## config.mk

```make
export PLATFORM = sky130hd
export DESIGN_NAME = bpu_flat
export DESIGN_NICKNAME = d
export VERILOG_FILES = /design/src/verilog/frontend_pkg.sv /design/src/verilog/frontend_if.sv /design/src/verilog/bpu.sv /design/src/flat_wrapper.sv
export SDC_FILE = /design/constraint.sdc
export NUM_CORES = 2
export LEC_CHECK = 0
export BUFFER_PORTS_ARGS = -buffer_cell sky130_fd_sc_hd__buf_4
export CORE_AREA = 2 2 416 418
export DETAILED_ROUTE_END_ITERATION = 8
export DIE_AREA = 0 0 418 420
export PLACE_DENSITY = 0.78
export SLEW_MARGIN = 10
export SYNTH_ARGS = -nofsm -noshare
export SYNTH_HDL_FRONTEND = slang
export SYNTH_SLANG_ARGS = --single-unit
```

## constraint.sdc

```tcl
create_clock -name clk_i -period 19.7 [get_ports clk_i]
set_clock_uncertainty 0.15 [all_clocks]
set_input_delay 3.94 -clock clk_i [delete_from_list [all_inputs] [get_ports clk_i]]
set_output_delay 3.94 -clock clk_i [all_outputs]
set_load 0.05 [all_outputs]
```

## src/verilog/frontend_pkg.sv

```systemverilog
// Frontend package with fetch widths, cache and predictor sizes, and the fetch address views
package frontend_pkg;

  // ==================================================
  // Core widths
  // ==================================================
  localparam int PLEN = 32;
  localparam int ILEN = 32;
  localparam int INSTR_PER_FETCH = 2;
  localparam int GROUP_W = INSTR_PER_FETCH * ILEN;
  localparam int SLOT_W = $clog2(INSTR_PER_FETCH);
  localparam logic [PLEN-1:0] RESET_PC = 32'h0000_1000;

  // ==================================================
  // Cache and predictor geometry
  // ==================================================
  localparam int LINE_WIDTH = 128;
  localparam int LINE_OFF_W = $clog2(LINE_WIDTH / 8);
  localparam int ICACHE_SETS = 16;
  localparam int ICACHE_WAYS = 2;
  localparam int ICACHE_IDX_W = $clog2(ICACHE_SETS);
  localparam int ICACHE_TAG_W = PLEN - ICACHE_IDX_W - LINE_OFF_W;
  localparam int WAY_W = $clog2(ICACHE_WAYS);
  localparam int BTB_ENTRIES = 16;
  localparam int BTB_IDX_W = $clog2(BTB_ENTRIES);
  localparam int BTB_TAG_W = PLEN - BTB_IDX_W - SLOT_W - 2;

  // Cache controller states
  localparam logic [1:0] IC_IDLE = 2'd0;
  localparam logic [1:0] IC_LOOKUP = 2'd1;
  localparam logic [1:0] IC_MISS = 2'd2;
  localparam logic [1:0] IC_REFILL = 2'd3;

  // One PC, split for the cache or for the branch target buffer
  typedef union packed {
    struct packed {
      logic [ICACHE_TAG_W-1:0] tag;
      logic [ICACHE_IDX_W-1:0] set;
      logic [1:0]              word;
      logic [1:0]              offset;
    } ic;
    struct packed {
      logic [BTB_TAG_W-1:0] tag;
      logic [BTB_IDX_W-1:0] idx;
      logic [SLOT_W-1:0]    slot;
      logic [1:0]           offset;
    } bp;
  } fetch_addr_u;

endpackage

```

## src/verilog/frontend_if.sv

```systemverilog


// ==================================================
// Fetch unit to branch predictor
// ==================================================
interface bpu_if import frontend_pkg::*; ();
  logic [PLEN-1:0]   pc;
  logic [PLEN-1:0]   npc;
  logic              pred_slot_valid;
  logic [SLOT_W-1:0] pred_slot_idx;
  logic [PLEN-1:0]   pred_target;

  // Same-cycle answer, no handshake
  modport fetch (output pc,
                 input  npc, pred_slot_valid, pred_slot_idx, pred_target);
  modport pred  (input  pc,
                 output npc, pred_slot_valid, pred_slot_idx, pred_target);
endinterface

```

## src/verilog/bpu.sv

```systemverilog
// Branch target buffer with 2-bit counters predicting the next fetch address
module bpu import frontend_pkg::*; (
  input  logic            clk_i,
  input  logic            reset_i,
  bpu_if.pred             pred_i,
  input  logic            update_valid_i,
  input  logic [PLEN-1:0] update_pc_i,
  input  logic            update_is_cond_i,
  input  logic            update_taken_i,
  input  logic [PLEN-1:0] update_target_i
);

  // One bank per slot, indexed by the group bits above the slot
  logic [BTB_ENTRIES-1:0] valid_q [INSTR_PER_FETCH];
  logic [BTB_ENTRIES-1:0] cond_q  [INSTR_PER_FETCH];
  logic [BTB_TAG_W-1:0]   tag_q   [INSTR_PER_FETCH][BTB_ENTRIES];
  logic [PLEN-1:0]        target_q[INSTR_PER_FETCH][BTB_ENTRIES];
  logic [1:0]             ctr_q   [INSTR_PER_FETCH][BTB_ENTRIES];

  fetch_addr_u                pc_a;
  fetch_addr_u                upd_a;
  logic [INSTR_PER_FETCH-1:0] slot_taken;
  logic                       upd_hit;

  assign pc_a  = pred_i.pc;
  assign upd_a = update_pc_i;

  // ==================================================
  // Lookup
  // ==================================================
  always_comb begin
    pred_i.pred_slot_valid = 1'b0;
    pred_i.pred_slot_idx   = '0;
    pred_i.pred_target     = '0;
    // Walk down so the lowest taken slot wins
    for (int s = INSTR_PER_FETCH - 1; s >= 0; s--) begin
      slot_taken[s] = valid_q[s][pc_a.bp.idx] &&
                      (tag_q[s][pc_a.bp.idx] == pc_a.bp.tag) &&
                      (s >= pc_a.bp.slot) &&
                      (!cond_q[s][pc_a.bp.idx] || ctr_q[s][pc_a.bp.idx][1]);
      if (slot_taken[s]) begin
        pred_i.pred_slot_valid = 1'b1;
        pred_i.pred_slot_idx   = SLOT_W'(s);
        pred_i.pred_target     = target_q[s][pc_a.bp.idx];
      end
    end
    if (pred_i.pred_slot_valid) begin
      pred_i.npc = pred_i.pred_target;
    end else begin
      pred_i.npc = {pc_a[PLEN-1:3], 3'b000} + PLEN'(8);
    end
  end

  // ==================================================
  // Training
  // ==================================================
  assign upd_hit = valid_q[upd_a.bp.slot][upd_a.bp.idx] &&
                   (tag_q[upd_a.bp.slot][upd_a.bp.idx] == upd_a.bp.tag);

  always_ff @(posedge clk_i) begin
    if (reset_i) begin
      for (int s = 0; s < INSTR_PER_FETCH; s++) begin
        valid_q[s] <= '0;
      end
    end else if (update_valid_i) begin
      if (upd_hit) begin
        cond_q[upd_a.bp.slot][upd_a.bp.idx] <= update_is_cond_i;
        if (update_taken_i) begin
          target_q[upd_a.bp.slot][upd_a.bp.idx] <= update_target_i;
          if (ctr_q[upd_a.bp.slot][upd_a.bp.idx] != 2'd3) begin
            ctr_q[upd_a.bp.slot][upd_a.bp.idx] <= ctr_q[upd_a.bp.slot][upd_a.bp.idx] + 2'd1;
          end
        end else if (ctr_q[upd_a.bp.slot][upd_a.bp.idx] != 2'd0) begin
          ctr_q[upd_a.bp.slot][upd_a.bp.idx] <= ctr_q[upd_a.bp.slot][upd_a.bp.idx] - 2'd1;
        end
      end else if (update_taken_i) begin
        // Allocate, weakly taken
        valid_q[upd_a.bp.slot][upd_a.bp.idx]  <= 1'b1;
        tag_q[upd_a.bp.slot][upd_a.bp.idx]    <= upd_a.bp.tag;
        target_q[upd_a.bp.slot][upd_a.bp.idx] <= update_target_i;
        cond_q[upd_a.bp.slot][upd_a.bp.idx]   <= update_is_cond_i;
        ctr_q[upd_a.bp.slot][upd_a.bp.idx]    <= 2'd2;
      end
    end
  end

endmodule

```

## src/flat_wrapper.sv

```systemverilog
// flat-port wrapper written by rule: the top's interface ports become plain ports
module bpu_flat import frontend_pkg::*;
  (clk_i, reset_i, update_valid_i, update_pc_i, update_is_cond_i, update_taken_i, update_target_i, pred_i_pc, pred_i_npc, pred_i_pred_slot_valid, pred_i_pred_slot_idx, pred_i_pred_target);
  bpu_if pred_i_i ();
  input  logic clk_i;
  input  logic reset_i;
  input  logic update_valid_i;
  input  logic [PLEN-1:0] update_pc_i;
  input  logic update_is_cond_i;
  input  logic update_taken_i;
  input  logic [PLEN-1:0] update_target_i;
  input wire logic [$bits(pred_i_i.pc)-1:0] pred_i_pc;
  output wire logic [$bits(pred_i_i.npc)-1:0] pred_i_npc;
  output wire logic [$bits(pred_i_i.pred_slot_valid)-1:0] pred_i_pred_slot_valid;
  output wire logic [$bits(pred_i_i.pred_slot_idx)-1:0] pred_i_pred_slot_idx;
  output wire logic [$bits(pred_i_i.pred_target)-1:0] pred_i_pred_target;
  assign pred_i_i.pc = pred_i_pc;
  assign pred_i_npc = pred_i_i.npc;
  assign pred_i_pred_slot_valid = pred_i_i.pred_slot_valid;
  assign pred_i_pred_slot_idx = pred_i_i.pred_slot_idx;
  assign pred_i_pred_target = pred_i_i.pred_target;
  bpu u_core (.clk_i(clk_i), .reset_i(reset_i), .pred_i(pred_i_i), .update_valid_i(update_valid_i), .update_pc_i(update_pc_i), .update_is_cond_i(update_is_cond_i), .update_taken_i(update_taken_i), .update_target_i(update_target_i));
endmodule
```

======== After elaboration in Yosys (flattened, before gate mapping) ========
Memory sizes are Yosys's and may differ from the RTL's.
Index checks and enable logic that the tools add are counted.
operators by class
  reduce and logical (&&, ||, !) cells .... 14
  eq/ne operators ......................... 4
  $lt $le $gt $ge ......................... 7
  bitwise operators ....................... 594
  mux-type cells .......................... 673
  $add $sub $neg .......................... 3
operators by type and width
  operator                                                    number
  two-way mux 512 bit                                         2
  two-way mux 1 bit                                           624
  OR 1 bit                                                    592
  two-way mux 400 bit                                         1
  two-way mux 32 bit                                          11
  binary-select mux 25 bit (select 4 bit)                     3
  binary-select mux 32 bit (select 4 bit)                     2
  two-way mux 25 bit                                          7
  demux 32 bit (select 4 bit)                                 1
  demux 25 bit (select 4 bit)                                 1
  == test 25 bit                                              3
  two-way mux 16 bit                                          4
  adder 32 x 4 -> 32 bit, second input constant               1
  binary-select mux 2 bit (select 4 bit)                      3
  binary-select mux 1 bit (select 4 bit)                      5
  OR reduction 16 bit                                         1
  two-way mux 2 bit                                           7
  >= comparator 5 bit, second input constant                  2
  less-than comparator 4 x 5 -> 1 bit, second input constant  2
  NOT 4 -> 5 bit                                              2
  demux 2 bit (select 4 bit)                                  1
  logical AND 1 bit                                           8
  less-than comparator 5 x 1 -> 1 bit, second input constant  1
  demux 1 bit (select 4 bit)                                  1
  8 further kinds                                             10
word-level totals
  register bits after elaboration ......... 0
  input bits .............................. 101
  RAM bits ................................ 1,952
  memories ................................ 5
memories
  name             depth  bits a word  read ports  clocked after Yosys merged registers in  write ports  RTL line   source
  u_core.target_q  2      512          2           0                                        1            bpu.sv:17  logic [PLEN-1:0] target_q[INSTR_PER_FETCH][BTB_ENTRIES];
  u_core.tag_q     2      400          3           0                                        1            bpu.sv:16  logic [BTB_TAG_W-1:0] tag_q [INSTR_PER_FETCH][BTB_ENTRIES];
  u_core.ctr_q     2      32           3           0                                        1            bpu.sv:18  logic [1:0] ctr_q [INSTR_PER_FETCH][BTB_ENTRIES];
  u_core.cond_q    2      16           2           0                                        1            bpu.sv:15  logic [BTB_ENTRIES-1:0] cond_q [INSTR_PER_FETCH];
  u_core.valid_q   2      16           3           0                                        2            bpu.sv:14  logic [BTB_ENTRIES-1:0] valid_q [INSTR_PER_FETCH];

======== Depth between registers and ports, before layout ========
  word-level depth ........................ 13
  gate-level depth with buffers ........... 21
  depth with buffers taken out ............ 10

======== Worst setup path after synthesis ========
No wires, ideal clock.
  path kind ............................... in2out
  start point ............................. input port pred_i_pc[3]
  end point ............................... output port pred_i_npc[22]
  data required time ...................... 15,610 ps
  path buffers ............................ 7
  data arrival time ....................... 8,350 ps
  slack ................................... 7,260 ps
  stages on the path ...................... 13
  path through ............................ clkbuf_1 buf_4 buf_2 buf_2 buf_2 mux4_2 mux4_2 xor2_1 nor4_1 nand3_1 clkbuf_1 clkbuf_1 mux2i_1
between the ends
  cells in the longest elaborated chain, start to end .. 10
  elaborated cells between the ends (all ways) .. 44
  classes of those cells .................. add/sub (1); eq/ne (2); mux (31); bitwise (1); reduce/logical (9)
RTL lines
  element                                                  RTL line                         source
  from (decl)                                              flat_wrapper.sv:12               input wire logic [$bits(pred_i_i.pc)-1:0] pred_i_pc;
  NOT 4 -> 5 bit (implied by the code)                     bpu.sv:38, bpu.sv:40, bpu.sv:44
  binary-select mux 25 bit (select 4 bit)                  bpu.sv:38                        (tag_q[s][pc_a.bp.idx] == pc_a.bp.tag) &&
  two-way mux 25 bit (implied by the code) (2 in a row)    bpu.sv:38
  == test 25 bit                                           bpu.sv:38
  logical AND 1 bit                                        bpu.sv:37                        slot_taken[s] = valid_q[s][pc_a.bp.idx] &&
  logical AND 1 bit (on tied branches)                     bpu.sv:39, bpu.sv:38
  two-way mux 32 bit, or another cell as far along         bpu.sv:41                        if (slot_taken[s]) begin
  two-way mux 32 bit or two-way mux 1 bit (tied branches)  bpu.sv:41
  two-way mux 32 bit *                                     bpu.sv:47                        if (pred_i.pred_slot_valid) begin
  to (decl)                                                flat_wrapper.sv:13               output wire logic [$bits(pred_i_i.npc)-1:0] pred_i_npc;
Mark *: on every way between the ends. The rest lies on a longest branch, timed or not. The select of a mux whose other input is x is not followed.

======== Worst setup path after layout ========
  start point ............................. input port pred_i_pc[5]
  end point ............................... output port pred_i_npc[26]
Same word-level chain as after synthesis.

==> metrics list <==
* Result of the run: finished clean
- Compared with the post-synthesis result, the final layout area differs by 11.96%.
- Count of yosys warnings during synthesis: 0
* Most frequent CP cell: sky130_fd_sc_hd__buf_4
- Detailed-route wire length per cell: approximately 37 um
- Data on the critical path arrives at its endpoint at approximately 11000 ps.
* Detailed route wirelength on metal3: ~34000 um
- Max-cap violations in this run came to 0.
- Total iterations of the first detailed-routing run: 6
* Dominant combinational cell family by area after synthesis: multiplexers
- From bottom edge to top edge, the die measures between 400 and 500 um.
- The signal on the critical path passes through clkbuf_8 > buf_4 > buf_4 > buf_4 > o211ai_1 > o21ai_0 > mux4_2 > o21ai_0 > nor4_1 > nand3_4 > nand2_1 > o21bai_1 > buf_4.
* Final setup violation count: 0
* Post-cts gate resize count: 0
- In this run the cell area measured after placement is between 80000 and 90000 um2.
- The worst hold path passes through 2 cells.
- The critical path starts at pred_i_pc[5].
- The hold violation count in the final report is 0.
- The worst-case IR drop observed on VDD is approximately 84 uV.
- Post-route minimum period: 14610 ps
- Measured against the total synthesized area, the mux share comes to 0.2204.
* Fraction of the yosys area taken by sequential cells: 0.6861
- Clock-pin slew was measured on the worst setup and hold paths at ~60 ps.
- In the final design database the tool counted between 4000 and 5000 nets.
* Clock latency at the later pin of the worst-skew pair: 890 ps
* Mean cell area of the mapped netlist: ~20 um2
- Switch share: 0.2278
- Post-synthesis instance area: ~85000 um2
- Of the total synthesized cell area, the portion taken by full adders, half adders and majority gates is 0.0004418.
- Power share of the clock group: 0.410
* Overall via count from detail_route: 47740
- Count of H-tree levels built during CTS: 4
- STA classifies the critical path startpoint as an input port.
- Along the worst path, the maximum fanout reaches 44.
* Relative slew margins: 0.1220
* Hold-fix buffers, CTS: 0
* Number of cells on the worst reg-to-reg path: 12
* First-iteration detailed-routing DRC count: 8663
- CTS placed an instance of sky130_fd_sc_hd__clkbuf_16 at the clock tree root.
- Number of I/O pins: 167
- TritonCTS created 190 clock buffers.
- Share of total power in sequential cells: 0.520
- Buffers added to address setup during post-CTS repair amount to 0.
* Core Box Area: between 150000 and 200000 um2
- Leakage dissipation: slightly above 30 nW
* Std-Cell Rows: about 150
- In the routed layout, each cell is associated on average with a via count of around 7.0.
- # fillers: around 12000
- Cell Int Power: 6.809 mW
- Non-Filler Instances: roughly 6800
- STA puts the critical path data required time at between 15000 and 20000 ps.
- Dividing total power by cell area gives a power density of a little over 90 nW/um2.
- Counting flops with an async set or reset pin after synthesis yields a share of 0.
* Fraction of layout cells with a size suffix above 1: 0.3077
- Number of max-slew violations in the final report: 0
* CTS Buffer Depth: 3
* Critical path's slowest cell: sky130_fd_sc_hd__nor4_1
- For this run, the total global-route usage over all layers was measured as 0.2881.
- For the pin with the worst max-slew slack, the measured transition is roughly 1300 ps.
- Top_reg_cell synth: sky130_fd_sc_hd__edfxtp_1
* Critical path endpoint category: output port
- Yosys mapped the design onto between 80 and 90 distinct sky130hd cell types.
- Total placed cells including tap cells: 6408
* Detailed placer's ending HPWL: between 100000 and 150000 um
- Simple-gate share of the synthesized area: 0.02743
- Number of antenna violations at the first check in global routing: 24
- Of the total synthesized cell area, the portion taken by XOR and XNOR cells is 0.009999.
- For this block, the routed nets add up to ~250000 um of wire.
- Die area: ~180000 um2
- Post-synth net total: approximately 4300
- Setup slack after layout: ~5100 ps
* Worst hold path class: reg -> reg
- Entering global routing, the biggest net connects 110 pins.
* Detailed-route DRC error count: 0
- Final-layout setup total negative slack: 0 ps
- Once layout is done, the placed cells without fillers occupy between 90000 and 100000 um2.
- Counting flops with a built-in enable in the synthesized netlist gives between 1500 and 2000.
* Number of instances in the synthesized netlist: between 4000 and 5000
- For this design, the sink count on the clock tree is about 2000.
- The startpoint identified for the worst register-to-register timing path is u_core.tag_q[1][303].
* WHS: around 330 ps
* CP max stage delay: about 1200 ps
- For this run, the top clock speed supported by timing is between 0.06 and 0.07 GHz.
* Via count of the first global-routing pass: around 47000
- Classification of the worst setup path: in -> out
- In this run the power spent charging and discharging nets is approximately 2.0 mW.
- The die is ~420 um wide.
- Port-buffer cells: between 150 and 200
- TritonCTS clock tree: built
* Power share of the combinational group: 0.070
- Summed over all nets, wire length on met2 after detailed routing comes to 119800 um.
* Worst slack at placement: 5337 ps
- Synthesis inferred 1952 register bits.
- Placer congestion estimate: between 0.8 and 0.9
- Crit share post-route: 0.7414
* Highest metal layer with signal wires: met5
- For this configuration, the core starts out at a cell density of 0.4970.
- Hold wc startpoint: u_core.valid_q[0][9]
- The detail route stage leaves a number of antenna-violating nets equal to 0.
* Total gr overflow: 0
- Synthesized-area fraction occupied by ao, oa, aoi and oai cells: 0.03468
- In the final routing, the length of wire on met1 measures between 80000 and 90000 um.
* First-pass GRT wire length: between 300000 and 400000 um
- Setup repair after global routing left no endpoint under its margin.
layout make-up:
| type | instances | area (um2) | share of cell area |
|---|---|---|---|
| diodes | 18 | 45.04 | 0.0004735 |
| clock buffers | 230 | 4905 | 0.05156 |
| clock inverters | 122 | 1269 | 0.01334 |
| inverters | 60 | 225.2 | 0.002367 |
| multi-input cells | 1881 | 25370 | 0.2667 |
| flip-flops and latches | 1952 | 58300 | 0.6128 |
| well taps | 2233 | 2794 | 0.02937 |
| repair buffers | 282 | 2226 | 0.02340 |
routing by layer:
layer | up-vias | track usage
li1 | 18170 | -
met1 | 24650 | 0.3626
met2 | 4109 | 0.4488
met3 | 817 | 0.08674
met4 | 6 | 0.1611
met5 | - | 0
placed cells by master (no fill, tap or decap), types with 14 or more instances in the layout:
cell	netlist	routed
sky130_fd_sc_hd__a211oi_1	14	14
sky130_fd_sc_hd__a21oi_1	80	80
sky130_fd_sc_hd__a22oi_1	56	56
sky130_fd_sc_hd__buf_4	26	270
sky130_fd_sc_hd__bufinv_16	0	15
sky130_fd_sc_hd__clkbuf_1	139	40
sky130_fd_sc_hd__clkbuf_16	0	190
sky130_fd_sc_hd__clkinv_1	3	49
sky130_fd_sc_hd__clkinv_2	0	34
sky130_fd_sc_hd__dfxtp_1	32	32
sky130_fd_sc_hd__diode_2	0	18
sky130_fd_sc_hd__edfxtp_1	1920	1920
sky130_fd_sc_hd__inv_1	56	55
sky130_fd_sc_hd__mux2_2	34	34
sky130_fd_sc_hd__mux2i_1	185	185
sky130_fd_sc_hd__mux4_1	28	28
sky130_fd_sc_hd__mux4_2	695	695
sky130_fd_sc_hd__nand2_1	105	105
sky130_fd_sc_hd__nand3_1	42	41
sky130_fd_sc_hd__nand4_1	17	17
sky130_fd_sc_hd__nor2_1	103	58
sky130_fd_sc_hd__nor2_4	1	46
sky130_fd_sc_hd__nor2b_1	23	21
sky130_fd_sc_hd__nor3_2	0	21
sky130_fd_sc_hd__nor3b_1	25	24
sky130_fd_sc_hd__o211a_1	25	25
sky130_fd_sc_hd__o21a_1	17	17
sky130_fd_sc_hd__o21ai_0	33	33
sky130_fd_sc_hd__o21bai_1	14	14
sky130_fd_sc_hd__o22ai_1	30	30
sky130_fd_sc_hd__o2bb2ai_1	15	15
sky130_fd_sc_hd__o32ai_1	25	25
sky130_fd_sc_hd__xnor2_1	52	52
sky130_fd_sc_hd__xor2_1	45	45
critical path, delay by kind of cell:
family,cells,cell delay (ps)
compound gates,4,970
buf+inv,5,2410
mux,1,320
simple gates,3,2760
cells in the mapped netlist, types with 10 or more instances:
cell type                      n  area share
sky130_fd_sc_hd__edfxtp_1   1920        0.68
sky130_fd_sc_hd__mux4_2      695        0.18
sky130_fd_sc_hd__mux2i_1     185       0.022
sky130_fd_sc_hd__clkbuf_1    139      0.0061
sky130_fd_sc_hd__nand2_1     105      0.0046
sky130_fd_sc_hd__nor2_1      103      0.0046
sky130_fd_sc_hd__buf_2        90      0.0053
sky130_fd_sc_hd__a21oi_1      80      0.0047
sky130_fd_sc_hd__a22oi_1      56      0.0049
sky130_fd_sc_hd__inv_1        56      0.0025
sky130_fd_sc_hd__xnor2_1      52      0.0054
sky130_fd_sc_hd__xor2_1       45      0.0046
sky130_fd_sc_hd__nand3_1      42      0.0025
sky130_fd_sc_hd__mux2_2       34      0.0045
sky130_fd_sc_hd__nor3_1       33      0.0019
sky130_fd_sc_hd__o21ai_0      33      0.0019
sky130_fd_sc_hd__buf_1        32      0.0014
sky130_fd_sc_hd__dfxtp_1      32      0.0075
sky130_fd_sc_hd__o22ai_1      30      0.0022
sky130_fd_sc_hd__mux4_1       28      0.0087
sky130_fd_sc_hd__buf_4        26      0.0023
sky130_fd_sc_hd__nor3b_1      25      0.0022
sky130_fd_sc_hd__o211a_1      25      0.0029
sky130_fd_sc_hd__o32ai_1      25      0.0026
sky130_fd_sc_hd__nor2b_1      23      0.0017
sky130_fd_sc_hd__nand4_1      17      0.0013
sky130_fd_sc_hd__o21a_1       17      0.0015
sky130_fd_sc_hd__o2bb2ai_1    15      0.0015
sky130_fd_sc_hd__a211oi_1     14      0.0012
sky130_fd_sc_hd__o21bai_1     14      0.0012
sky130_fd_sc_hd__nand2b_1     13     0.00096
sky130_fd_sc_hd__nor3b_2      12      0.0018
sky130_fd_sc_hd__a211oi_2     10      0.0015
sky130_fd_sc_hd__nor4_1       10     0.00074
cells by family (layout without fill, tap and decap cells):
kind of cell    Yosys count  count (layout)
mux                     946             946
flops                  1952            1952
fa+ha+maj                 3               3
buf+inv                 367             694
other cells               0              18
simple gates            442             442
compound gates          393             393
xor+xnor                 97              97
flip-flops by register name, summed over array words and instances, names as in the netlist:
signal,cells
u_core.valid_q,32
u_core.target_q,1024
u_core.cond_q,32
u_core.ctr_q,64
u_core.tag_q,800
power by group through the flow:
stage	registers, mW	logic (mW)	clock network (mW)
floorplan	4.67	0.384	0
global placement	4.67	0.592	0
detailed placement	4.67	0.604	0
CTS	4.59	0.608	3.63
global route	4.58	0.643	3.78
finish	4.59	0.620	3.61
through the flow:
step                      total power [mW]  utilization
after CTS                            8.828       0.5561
after global placement               5.265       0.5200
final                                8.817       0.5564
after detailed placement             5.278       0.5200
after global routing                 9.008       0.5563
after floorplan                      5.058            -
worst paths after layout:
check                           slack (ps)                   end
worst max-delay path                  5090        pred_i_npc[26]
worst min-delay path                   330  u_core.valid_q[0][9]
worst max register to register       13940  u_core.tag_q[0][324]
worst min register to register         330  u_core.valid_q[0][9]
Note: power is estimated with default switching activity, not from simulation.
