File: config.mk
export PLATFORM = sky130hd
export DESIGN_NAME = ifu_flat
export DESIGN_NICKNAME = d
export VERILOG_FILES = /design/src/verilog/frontend_pkg.sv /design/src/verilog/frontend_if.sv /design/src/verilog/ifu.sv /design/src/flat_wrapper.sv
export SDC_FILE = /design/constraint.sdc
export NUM_CORES = 1
export LEC_CHECK = 0
export BUFFER_PORTS_ARGS = -buffer_cell sky130_fd_sc_hd__buf_2
export CAP_MARGIN = 20
export CELL_PAD_IN_SITES_DETAIL_PLACEMENT = 0
export CELL_PAD_IN_SITES_GLOBAL_PLACEMENT = 1
export CORE_MARGIN = 3
export CORE_UTILIZATION = 35
export DETAILED_ROUTE_END_ITERATION = 8
export GPL_ROUTABILITY_DRIVEN = 0
export PLACE_DENSITY = 0.82
export SLEW_MARGIN = 20
export SYNTH_ARGS = -nofsm -noshare
export SYNTH_HDL_FRONTEND = slang
export SYNTH_SLANG_ARGS = --single-unit
File: constraint.sdc
create_clock -name clk_i -period 8.98 [get_ports clk_i]
set_input_delay 0.449 -clock clk_i [delete_from_list [all_inputs] [get_ports clk_i]]
set_output_delay 0.449 -clock clk_i [all_outputs]
set_load 0.005 [all_outputs]
File: src/verilog/frontend_pkg.sv
// Frontend package with fetch widths, cache and predictor sizes, and the fetch address views
package frontend_pkg;

  // ==================================================
  // Core widths
  // ==================================================
  localparam int PLEN = 32;
  localparam int ILEN = 32;
  localparam int INSTR_PER_FETCH = 2;
  localparam int GROUP_W = INSTR_PER_FETCH * ILEN;
  localparam int SLOT_W = $clog2(INSTR_PER_FETCH);
  localparam logic [PLEN-1:0] RESET_PC = 32'h0000_1000;

  // ==================================================
  // Cache and predictor geometry
  // ==================================================
  localparam int LINE_WIDTH = 128;
  localparam int LINE_OFF_W = $clog2(LINE_WIDTH / 8);
  localparam int ICACHE_SETS = 16;
  localparam int ICACHE_WAYS = 2;
  localparam int ICACHE_IDX_W = $clog2(ICACHE_SETS);
  localparam int ICACHE_TAG_W = PLEN - ICACHE_IDX_W - LINE_OFF_W;
  localparam int WAY_W = $clog2(ICACHE_WAYS);
  localparam int BTB_ENTRIES = 16;
  localparam int BTB_IDX_W = $clog2(BTB_ENTRIES);
  localparam int BTB_TAG_W = PLEN - BTB_IDX_W - SLOT_W - 2;

  // Cache controller states
  localparam logic [1:0] IC_IDLE = 2'd0;
  localparam logic [1:0] IC_LOOKUP = 2'd1;
  localparam logic [1:0] IC_MISS = 2'd2;
  localparam logic [1:0] IC_REFILL = 2'd3;

  // One PC, split for the cache or for the branch target buffer
  typedef union packed {
    struct packed {
      logic [ICACHE_TAG_W-1:0] tag;
      logic [ICACHE_IDX_W-1:0] set;
      logic [1:0]              word;
      logic [1:0]              offset;
    } ic;
    struct packed {
      logic [BTB_TAG_W-1:0] tag;
      logic [BTB_IDX_W-1:0] idx;
      logic [SLOT_W-1:0]    slot;
      logic [1:0]           offset;
    } bp;
  } fetch_addr_u;

endpackage

File: src/verilog/frontend_if.sv
// Fetch-to-cache and fetch-to-predictor interfaces with their modports

// ==================================================
// Fetch unit to instruction cache
// ==================================================
interface icache_if import frontend_pkg::*; ();
  logic                                  req_valid;
  logic                                  req_ready;
  logic [PLEN-1:0]                       req_pc;
  logic                                  rsp_valid;
  logic                                  rsp_ready;
  logic [INSTR_PER_FETCH-1:0][ILEN-1:0]  rsp_data;
  // Kills the accepted request that has not answered yet
  logic                                  flush;

  modport fetch (output req_valid, req_pc, rsp_ready, flush,
                 input  req_ready, rsp_valid, rsp_data);
  modport cache (input  req_valid, req_pc, rsp_ready, flush,
                 output req_ready, rsp_valid, rsp_data);
endinterface

// ==================================================
// Fetch unit to branch predictor
// ==================================================
interface bpu_if import frontend_pkg::*; ();
  logic [PLEN-1:0]   pc;
  logic [PLEN-1:0]   npc;
  logic              pred_slot_valid;
  logic [SLOT_W-1:0] pred_slot_idx;
  logic [PLEN-1:0]   pred_target;

  // Same-cycle answer, no handshake
  modport fetch (output pc,
                 input  npc, pred_slot_valid, pred_slot_idx, pred_target);
  modport pred  (input  pc,
                 output npc, pred_slot_valid, pred_slot_idx, pred_target);
endinterface

File: src/verilog/ifu.sv
// Fetch unit sequencing the PC, issuing cache requests and holding the group for the buffer
module ifu import frontend_pkg::*; (
  input  logic                                 clk_i,
  input  logic                                 reset_i,
  icache_if.fetch                              cache_o,
  bpu_if.fetch                                 pred_o,
  input  logic                                 flush_i,
  input  logic [PLEN-1:0]                      redirect_pc_i,
  output logic                                 ibuffer_valid_o,
  input  logic                                 ibuffer_ready_i,
  output logic [INSTR_PER_FETCH-1:0][ILEN-1:0] ibuffer_data_o,
  output logic [PLEN-1:0]                      ibuffer_pc_o,
  output logic [INSTR_PER_FETCH-1:0]           ibuffer_slot_valid_o,
  output logic [INSTR_PER_FETCH-1:0][PLEN-1:0] ibuffer_pred_npc_o
);

  logic [PLEN-1:0] pc_q;
  // A request is in the cache
  logic            busy_q;

  // Prediction taken with the outstanding request
  fetch_addr_u       pend_pc_q;
  logic              pend_slot_valid_q;
  logic [SLOT_W-1:0] pend_slot_idx_q;
  logic [PLEN-1:0]   pend_npc_q;

  logic                       req_fire;
  logic                       rsp_take;
  logic [INSTR_PER_FETCH-1:0] grp_slot_valid;

  // ==================================================
  // Requests
  // ==================================================
  assign pred_o.pc     = pc_q;
  assign cache_o.req_pc = pc_q;
  assign cache_o.flush = flush_i;

  // Output register empty or draining this cycle
  assign cache_o.rsp_ready = !ibuffer_valid_o || ibuffer_ready_i;
  assign rsp_take          = cache_o.rsp_valid && cache_o.rsp_ready;
  assign cache_o.req_valid = !flush_i && (!busy_q || rsp_take);
  assign req_fire          = cache_o.req_valid && cache_o.req_ready;

  // Slots before the PC, or after a predicted-taken slot, are dropped
  always_comb begin
    for (int s = 0; s < INSTR_PER_FETCH; s++) begin
      grp_slot_valid[s] = (s >= pend_pc_q.bp.slot) &&
                          !(pend_slot_valid_q && (s > pend_slot_idx_q));
    end
  end

  // ==================================================
  // Control
  // ==================================================
  always_ff @(posedge clk_i) begin
    if (reset_i) begin
      pc_q            <= RESET_PC;
      busy_q          <= 1'b0;
      ibuffer_valid_o <= 1'b0;
    end else if (flush_i) begin
      pc_q            <= redirect_pc_i;
      busy_q          <= 1'b0;
      ibuffer_valid_o <= 1'b0;
    end else begin
      if (req_fire) begin
        pc_q   <= pred_o.npc;
        busy_q <= 1'b1;
      end else if (rsp_take) begin
        busy_q <= 1'b0;
      end
      if (rsp_take) begin
        ibuffer_valid_o <= 1'b1;
      end else if (ibuffer_ready_i) begin
        ibuffer_valid_o <= 1'b0;
      end
    end
  end

  // Pending prediction and output group
  always_ff @(posedge clk_i) begin
    if (req_fire) begin
      pend_pc_q         <= pc_q;
      pend_slot_valid_q <= pred_o.pred_slot_valid;
      pend_slot_idx_q   <= pred_o.pred_slot_idx;
      pend_npc_q        <= pred_o.npc;
    end
    if (rsp_take) begin
      ibuffer_data_o       <= cache_o.rsp_data;
      ibuffer_pc_o         <= pend_pc_q;
      ibuffer_slot_valid_o <= grp_slot_valid;
      for (int s = 0; s < INSTR_PER_FETCH; s++) begin
        ibuffer_pred_npc_o[s] <= pend_npc_q;
      end
    end
  end

endmodule
File: src/flat_wrapper.sv
// flat-port wrapper written by rule: the top's interface ports become plain ports
module ifu_flat import frontend_pkg::*;
  (clk_i, reset_i, flush_i, redirect_pc_i, ibuffer_valid_o, ibuffer_ready_i, ibuffer_data_o, ibuffer_pc_o, ibuffer_slot_valid_o, ibuffer_pred_npc_o, cache_o_req_valid, cache_o_req_pc, cache_o_rsp_ready, cache_o_flush, cache_o_req_ready, cache_o_rsp_valid, cache_o_rsp_data, pred_o_pc, pred_o_npc, pred_o_pred_slot_valid, pred_o_pred_slot_idx, pred_o_pred_target);
  icache_if cache_o_i ();
  bpu_if pred_o_i ();
  input  logic clk_i;
  input  logic reset_i;
  input  logic flush_i;
  input  logic [PLEN-1:0] redirect_pc_i;
  output logic ibuffer_valid_o;
  input  logic ibuffer_ready_i;
  output logic [INSTR_PER_FETCH-1:0][ILEN-1:0] ibuffer_data_o;
  output logic [PLEN-1:0] ibuffer_pc_o;
  output logic [INSTR_PER_FETCH-1:0] ibuffer_slot_valid_o;
  output logic [INSTR_PER_FETCH-1:0][PLEN-1:0] ibuffer_pred_npc_o;
  output wire logic [$bits(cache_o_i.req_valid)-1:0] cache_o_req_valid;
  output wire logic [$bits(cache_o_i.req_pc)-1:0] cache_o_req_pc;
  output wire logic [$bits(cache_o_i.rsp_ready)-1:0] cache_o_rsp_ready;
  output wire logic [$bits(cache_o_i.flush)-1:0] cache_o_flush;
  input wire logic [$bits(cache_o_i.req_ready)-1:0] cache_o_req_ready;
  input wire logic [$bits(cache_o_i.rsp_valid)-1:0] cache_o_rsp_valid;
  input wire logic [$bits(cache_o_i.rsp_data)-1:0] cache_o_rsp_data;
  output wire logic [$bits(pred_o_i.pc)-1:0] pred_o_pc;
  input wire logic [$bits(pred_o_i.npc)-1:0] pred_o_npc;
  input wire logic [$bits(pred_o_i.pred_slot_valid)-1:0] pred_o_pred_slot_valid;
  input wire logic [$bits(pred_o_i.pred_slot_idx)-1:0] pred_o_pred_slot_idx;
  input wire logic [$bits(pred_o_i.pred_target)-1:0] pred_o_pred_target;
  assign cache_o_req_valid = cache_o_i.req_valid;
  assign cache_o_req_pc = cache_o_i.req_pc;
  assign cache_o_rsp_ready = cache_o_i.rsp_ready;
  assign cache_o_flush = cache_o_i.flush;
  assign cache_o_i.req_ready = cache_o_req_ready;
  assign cache_o_i.rsp_valid = cache_o_rsp_valid;
  assign cache_o_i.rsp_data = cache_o_rsp_data;
  assign pred_o_pc = pred_o_i.pc;
  assign pred_o_i.npc = pred_o_npc;
  assign pred_o_i.pred_slot_valid = pred_o_pred_slot_valid;
  assign pred_o_i.pred_slot_idx = pred_o_pred_slot_idx;
  assign pred_o_i.pred_target = pred_o_pred_target;
  ifu u_core (.clk_i(clk_i), .reset_i(reset_i), .cache_o(cache_o_i), .pred_o(pred_o_i), .flush_i(flush_i), .redirect_pc_i(redirect_pc_i), .ibuffer_valid_o(ibuffer_valid_o), .ibuffer_ready_i(ibuffer_ready_i), .ibuffer_data_o(ibuffer_data_o), .ibuffer_pc_o(ibuffer_pc_o), .ibuffer_slot_valid_o(ibuffer_slot_valid_o), .ibuffer_pred_npc_o(ibuffer_pred_npc_o));
endmodule
### Word-level counts from Yosys, hierarchy flattened

Index checks and enable logic that the tools add are counted.
Widths: inputs -> output; s select.

| operators by class | value |
|---|---|
| add/subtract/negate cells | 0 |
| multipliers | 0 |
| div/mod/pow operators | 0 |
| order comparisons | 2 |
| equality and inequality tests | 0 |
| shift-type cells | 0 |
| muxes and demuxes | 6 |
| bitwise gates (word level) | 0 |
| reductions and logical operators | 14 |

Operators by type and width:

| kind | count |
|---|---|
| $mux 32 | 2 |
| $reduce_bool 2->1 | 3 |
| $logic_and 1x1->1 | 4 |
| $logic_not 1->1 | 4 |
| $mux 1 | 4 |
| $logic_or 1x1->1 | 2 |
| $reduce_or 2->1 | 1 |
| $ge 1x1->1 const A | 1 |
| $gt 1x1->1 const A | 1 |

| storage, ports and cells | value |
|---|---|
| register bits | 230 |
| bits in latches | 0 |
| bits in writable memories | 0 |
| ROM bits | 0 |
| input bits | 168 |
| output and inout bits | 230 |
| word-level logic and storage cells | 34 |
| memories | 0 |

### Logic depth before layout (Yosys ltp)

Gate-level depths: netlist of run 1.

| depth | value |
|---|---|
| word-level depth | 8 |
| mapped depth | 5 |
| mapped depth without buffers | 3 |

### Least setup slack after synthesis of run 1

OpenSTA, ideal clock, no wires.

| timing path | value |
|---|---|
| path type | input to register |
| start point | input flush_i |
| end point | register u_core.pend_npc_q[0], enable pin |
| data arrival time | 5.745 ns |
| data required time | 8.395 ns |
| setup slack | 2.650 ns |
| stages on the path | 3 |
| buffers on the path | 2 |
| path through | clkbuf_2 -> buf_2 -> nor3b_1 |

| on the way | value |
|---|---|
| longest elaborated chain between the ends | 3 |

RTL lines:

| element | line | source |
|---|---|---|
| start, declared | flat_wrapper.sv:8 | `input logic flush_i;` |
| $logic_not 1->1 | ifu.sv:41 | `assign cache_o.req_valid = !flush_i && (!busy_q \|\| rsp_take);` |
| $logic_and 1x1->1 | ifu.sv:41 |  |
| $logic_and 1x1->1 | ifu.sv:42 | `assign req_fire = cache_o.req_valid && cache_o.req_ready;` |
| net u_core.req_fire | ifu.sv:27 | `logic req_fire;` |
| end signal, assigned | ifu.sv:85 | `pend_npc_q <= pred_o.npc;` |
| end, declared | ifu.sv:25 | `logic [PLEN-1:0] pend_npc_q;` |

The timed path passes the listed nets, and every way through them passes these cells.
A chain may end at the register's enable or synchronous reset.

### Final worst setup path of run 1

| timing path | value |
|---|---|
| start point | register u_core.ibuffer_valid_o |
| end point | register u_core.ibuffer_pc_o[24], enable pin |

| on the way | value |
|---|---|
| longest elaborated chain between the ends | 3 |

RTL lines:

| element | line | source |
|---|---|---|
| start, declared | ifu.sv:9 | `output logic ibuffer_valid_o,` |
| start signal, assigned | ifu.sv:59 | `ibuffer_valid_o <= 1'b0;` |
| start signal, assigned | ifu.sv:63 | `ibuffer_valid_o <= 1'b0;` |
| start signal, assigned | ifu.sv:72 | `ibuffer_valid_o <= 1'b1;` |
| $logic_not 1->1 | ifu.sv:39 | `assign cache_o.rsp_ready = !ibuffer_valid_o \|\| ibuffer_ready_i;` |
| $logic_or 1x1->1 | ifu.sv:39 |  |
| $logic_and 1x1->1 | ifu.sv:40 | `assign rsp_take = cache_o.rsp_valid && cache_o.rsp_ready;` |
| net u_core.rsp_take | ifu.sv:28 | `logic rsp_take;` |
| end signal, assigned | ifu.sv:89 | `ibuffer_pc_o <= pend_pc_q;` |
| end, declared | ifu.sv:12 | `output logic [PLEN-1:0] ibuffer_pc_o,` |

The timed path passes the listed nets, and every way through them passes these cells.

==> results_dict.tcl, run 1 <==
set metrics [dict create \
    h-tree-depth 1 \
    yosys.cell_types.count 23 \
    diodes 0 \
    worstPathMaxFanout 75 \
    routed_wl_mm 18.25 \
    track_usage_pct 13.64 \
    drcViolationCount 0 \
    fp.dieArea_um2 25450 \
    pre_cts_ws_ns 6.301 \
    post_cts_buffers 0 \
    synth_warn 0 \
    cap_viol_max_count 0 \
    status "finished, final reports clean" \
    layout-drive-gt1-share_pct 54.45 \
    post-route-min-period_ns 2.410 \
    syn-mean-instance-area_um2 18.33 \
    setup-violations-final 0 \
    hp-class "in -> reg" \
    cts-root-to-sink-buffers 3 \
    worst-r2r-cell-count 3 \
    rsz0062_at_grt "no" \
    route.vias.total 4739 \
    std_cell_rows 55 \
    detailedRoute.firstIterationViolations 197 \
    setup.worst_path.end_class "flip-flop" \
    p_leak_nw 4.617 \
    layout_setup_ws_ns 6.570 \
    max_slew.worst_pin.slew_ns 0.9544 \
    clock_power_share_pct 40.3 \
    layout.cells.most_common "sky130_fd_sc_hd__buf_2" \
    final_min_period_over_clock_period_pct 26.84 \
    grt_start_max_net_pins 76 \
    cts_sinks 230 \
    worst_clock_skew_ns 0.008222 \
    synth.net_count 618 \
    p_seq_share_pct 52.4 \
    placeableCoreArea_um2 22920 \
    clockRootBuffer "sky130_fd_sc_hd__clkbuf_16" \
    vdd.ir_drop.worst_v 0.0001053 \
    fillerInstances 2019 \
    netSwitchingPower_uw 506.0 \
    number_of_antenna_violations_at_the_first_check_in_global_routing 0 \
    synthesis.area_um2 8249 \
    initial_core_util_pct 36.00 \
    worst_ep_required_time_ns 9.10 \
    tritoncts "yes" \
    overflow 0 \
    timing.setup.tns_ns 0 \
    layout_common_cells "sky130_fd_sc_hd__buf_2, sky130_fd_sc_hd__edfxtp_1, sky130_fd_sc_hd__nor2_1, sky130_fd_sc_hd__dfxtp_1" \
    synth-seq-cells 230 \
    finalNetCount 937 \
    cts_buffers 25 \
    area_delta_synth_final_pct 30.03 \
    reg_clk_slew_reported_paths_ns 0.06 \
    setup.worst_path.start_class "flip-flop" \
    post_drt_via_cell_ratio 4.312 \
    design.portCount 398 \
    ws_path_type "reg -> reg" \
    buffer_ports.inserted 365 \
    hold_viol_final 0 \
    fp.dieH_um 159.5 \
    achievable-frequency_mhz 414.9 \
    drt_first_pass_iters 4 \
    die_width_um 159.5 \
    slew_viol_final 0 \
    numPlacedInstances 1055 \
    place.detailed.hpwl_mm 12.86 \
    whs_path_depth 1 \
    first_global_vias 4783 \
    final_cells 1099 \
    ctsResizeCount 0 \
    synthesis.instances 450 \
    post_cts_hold_fix_bufs 0 \
    worst-endpoint-arrival_ns 2.53 \
    internal-power_mw 1.890 \
    insertion_delay_ns 0.50 \
    power_switching_share_pct 21.12 \
    avgRoutedWirePerCell_um 16.61 \
    slew-limit-headroom_pct 36.37 \
    ant_nets 0 \
    power-per-cell-area_nw_per_um2 223.4 \
    synth_sequential_area_ratio_pct 79.60 \
    power.combinational.fraction_pct 7.3 \
    grt_pass1_wl_mm 27.37 \
]
-- cell usage after synthesis, drive strengths merged --
library cell    n  area, µm²
a211oi          1      7.510
a21boi          2      15.01
a311oi          1      26.28
and2            1      6.260
buf            73      550.5
clkbuf          6      23.77
dfxtp          34      680.7
edfxtp        196       5886
inv             2      7.510
mux2           31      349.1
mux2i          32      320.3
nand2b          2      20.02
nor2           34      127.6
nor2b          33      214.0
nor3b           1      7.510
o21a            1      7.510
-- power groups by stage --
stage | Sequential, mW | Combinational, mW | Clock [mW]
floorplan | 1.28 | 0.0860 | 0
global placement | 1.28 | 0.176 | 0
detailed placement | 1.28 | 0.178 | 0
CTS | 1.26 | 0.179 | 0.999
global route | 1.26 | 0.192 | 1.04
finish | 1.26 | 0.174 | 0.966
-- cell families after synthesis --
kind of cell / share of synthesized area (%)
flops: 79.60
buf+inv: 7.053
simple gates: 4.550
mux: 8.115
compound gates: 0.6826
-- per-stage QoR --
step	cell area [µm²]	power [mW]	hold slack [ns]	util, %
final	10730	2.396	0.1186	46.81
after global routing	10730	2.494	0.09076	46.81
after CTS	10730	2.436	0.08570	46.81
after detailed placement	9946	1.458	0.4045	43.40
after global placement	9946	1.453	0.4001	43.40
after floorplan	8249	1.370	0.4003	-
-- per-layer routing --
metal	share of wire (%)	track usage [%]
met3	8.5	3.720
met2	49	23.92
met4	3.0	4.616
met1	39	16.21
met5	0	0
-- registers in the layout, indices dropped and copies added, names as in the netlist --
name,cells
u_core.ibuffer_data_o,64
u_core.cache_o.req_pc,32
u_core.ibuffer_pc_o,32
u_core.ibuffer_pred_npc_o,32
u_core.pend_npc_q,32
u_core.pend_pc_q,32
u_core.ibuffer_slot_valid_o,2
u_core.busy_q,1
u_core.ibuffer_valid_o,1
u_core.pend_slot_idx_q,1
u_core.pend_slot_valid_q,1
-- worst max-delay path, stage by stage, from the launching register on --
cell	delay (ns)
sky130_fd_sc_hd__dfxtp_1	0.33
sky130_fd_sc_hd__nand2b_4	0.10
sky130_fd_sc_hd__and2_4	0.61
sky130_fd_sc_hd__buf_4	0.84
-- area by class of cell --
class,count,area (µm²),area share [%]
timing repair buffer,371,1872,17.45
clock inverter,15,130.1,1.213
multi-input combinational,139,1109,10.33
clock buffer,29,650.6,6.066
sequential,230,6566,61.22
tap,313,391.6,3.651
inverter,2,7.507,0.06999
-- worst paths after layout --
kind / start / endpoint / slack, ns
max: u_core.ibuffer_valid_o / u_core.ibuffer_pc_o[24] / 6.57
min: pred_o_pred_slot_idx / u_core.pend_slot_idx_q / 0.12
max reg2reg: u_core.ibuffer_valid_o / u_core.ibuffer_pc_o[24] / 6.57
min reg2reg: u_core.pend_pc_q[19] / u_core.ibuffer_pc_o[19] / 0.42
(Power assumes the default switching activity.)
==> run 2, diff against run 1 <==
==> constraint.sdc (replaced) <==
create_clock -name clk_i -period 2.4 [get_ports clk_i]
set_input_delay 0.12 -clock clk_i [delete_from_list [all_inputs] [get_ports clk_i]]
set_output_delay 0.12 -clock clk_i [all_outputs]
set_load 0.005 [all_outputs]
==> results_dict.tcl, run 2 (synthesis results as in run 1) <==
set metrics [dict create \
    power-per-cell-area_nw_per_um2 751.5 \
    h-tree-depth 1 \
    use_met1_pct 18.31 \
    max_slew.worst_pin.slew_ns 0.6394 \
    cap_viol_max_count 0 \
    reg_clk_slew_reported_paths_ns 0.06 \
    final_cell_area_um2 12100 \
    first_global_vias 5585 \
    design.portCount 398 \
    layout.cells.most_common "sky130_fd_sc_hd__buf_2" \
    pre_cts_ws_ns 0.6911 \
    drcViolationCount 0 \
    final_min_period_over_clock_period_pct 68.47 \
    layout-drive-gt1-share_pct 47.12 \
    setup.worst_path.start_class "flip-flop" \
    drt_first_pass_iters 4 \
    postPlaceCellArea_um2 10020 \
    setup.worst_path.end_class "flip-flop" \
    grt_pass1_wl_mm 32.36 \
    ctsResizeCount 0 \
    slew-limit-headroom_pct 57.37 \
    layout_setup_ws_ns 0.7568 \
    insertion_delay_ns 0.51 \
    finalNetCount 1071 \
    layout_common_cells "sky130_fd_sc_hd__buf_2, sky130_fd_sc_hd__edfxtp_1, sky130_fd_sc_hd__dlygate4sd3_1" \
    final_cells 1234 \
    tritoncts "yes" \
    post_drt_via_cell_ratio 4.314 \
    worst_clock_skew_ns 0.008589 \
    largest_reg_flops 64 \
    area_delta_synth_final_pct 46.63 \
    std_cell_rows 55 \
    worstPathMaxFanout 41 \
    diodes 0 \
    avgRoutedWirePerCell_um 17.25 \
    post_cts_buffers 0 \
    place.detailed.hpwl_mm 13.67 \
    status "finished, final reports clean" \
    vdd.ir_drop.worst_v 0.0005337 \
    detailedRoute.firstIterationViolations 245 \
    numPlacedInstances 1058 \
    grt_most_used_layer "met2" \
    fin_hold_ws_ns 0.02518 \
    rsz0062_at_grt "no" \
    buffer_ports.inserted 365 \
    use_met2_pct 30.37 \
    clockRootBuffer "sky130_fd_sc_hd__clkbuf_16" \
    post-route-min-period_ns 1.643 \
    hold_viol_final 0 \
    routed_wl_mm 21.29 \
    achievable-frequency_mhz 608.6 \
    cts-root-to-sink-buffers 3 \
    ant_nets 0 \
    hp-class "in -> reg" \
    largest-register "u_core.ibuffer_data_o" \
    die_width_um 159.5 \
    grt_start_max_net_pins 70 \
    setup-violations-final 0 \
    number_of_antenna_violations_at_the_first_check_in_global_routing 0 \
    initial_core_util_pct 36.00 \
    track_usage_pct 16.01 \
    fp.dieH_um 159.5 \
    worst-endpoint-arrival_ns 1.78 \
    fp.dieArea_um2 25450 \
    use_met3_pct 3.824 \
    route.vias.total 5324 \
    placeableCoreArea_um2 22920 \
    cts_sinks 230 \
    worst_ep_required_time_ns 2.54 \
    cts_buffers 25 \
    ws_path_type "reg -> reg" \
    slew_viol_final 0 \
    overflow 0 \
    p_leak_nw 5.187 \
]
## run 2: area by class of cell
type | count | area [µm²]
fill | 1873 | 10820
sequential | 230 | 6568
timing repair buffer | 505 | 3243
multi-input combinational | 139 | 1126
clock buffer | 31 | 658.1
tap | 313 | 391.6
clock inverter | 14 | 101.3
inverter | 2 | 7.507
## run 2: final timing paths
kind	startpoint	to	slack [ns]	cells after the start
setup / recovery	u_core.ibuffer_valid_o	u_core.pend_npc_q[8]	0.76	4
hold / removal	redirect_pc_i[5]	u_core.cache_o.req_pc[5]	0.03	4
setup reg to reg	u_core.ibuffer_valid_o	u_core.pend_npc_q[8]	0.76	4
hold reg to reg	u_core.pend_pc_q[26]	u_core.ibuffer_pc_o[26]	0.41	0
## run 2: power by group
part | switching (mW) | internal, mW | leakage, nW
Clock | 1.48 | 2.05 | 0.375
Combinational | 0.383 | 0.474 | 2.63
Sequential | 0.104 | 4.60 | 2.18
## run 2: what timing repair did
item | in CTS | in global routing
endpoints found under the setup margin | 0 | 0
hold buffers | 131 | 0
hold endpoints to repair | 130 | 0
## run 2: routing by layer
| metal | part of all wire [%] | vias to the layer above | wire length [µm] |
|---|---|---|---|
| li1 | - | 2482 | - |
| met1 | 38 | 2576 | 8082 |
| met2 | 53 | 235 | 11350 |
| met3 | 6.8 | 31 | 1439 |
| met4 | 1.9 | 0 | 412 |
| met5 | 0 | - | 0 |
## run 2: per-stage QoR
step	TNS, ns	total power, mW	utilization, %
4_1_cts	0	9.210	52.78
2_1_floorplan	-30.23	5.116	-
3_3_place_gp	0	5.454	43.75
3_5_place_dp	0	5.473	43.75
6_report	0	9.089	52.78
5_1_grt	0	9.450	52.78
## run 2: worst max-delay path: stages (launching register included)
cell                       delay, ns
sky130_fd_sc_hd__dfxtp_2        0.33
sky130_fd_sc_hd__nand2b_4       0.11
sky130_fd_sc_hd__a21boi_4       0.08
sky130_fd_sc_hd__nor3b_4        0.20
sky130_fd_sc_hd__buf_4          0.52
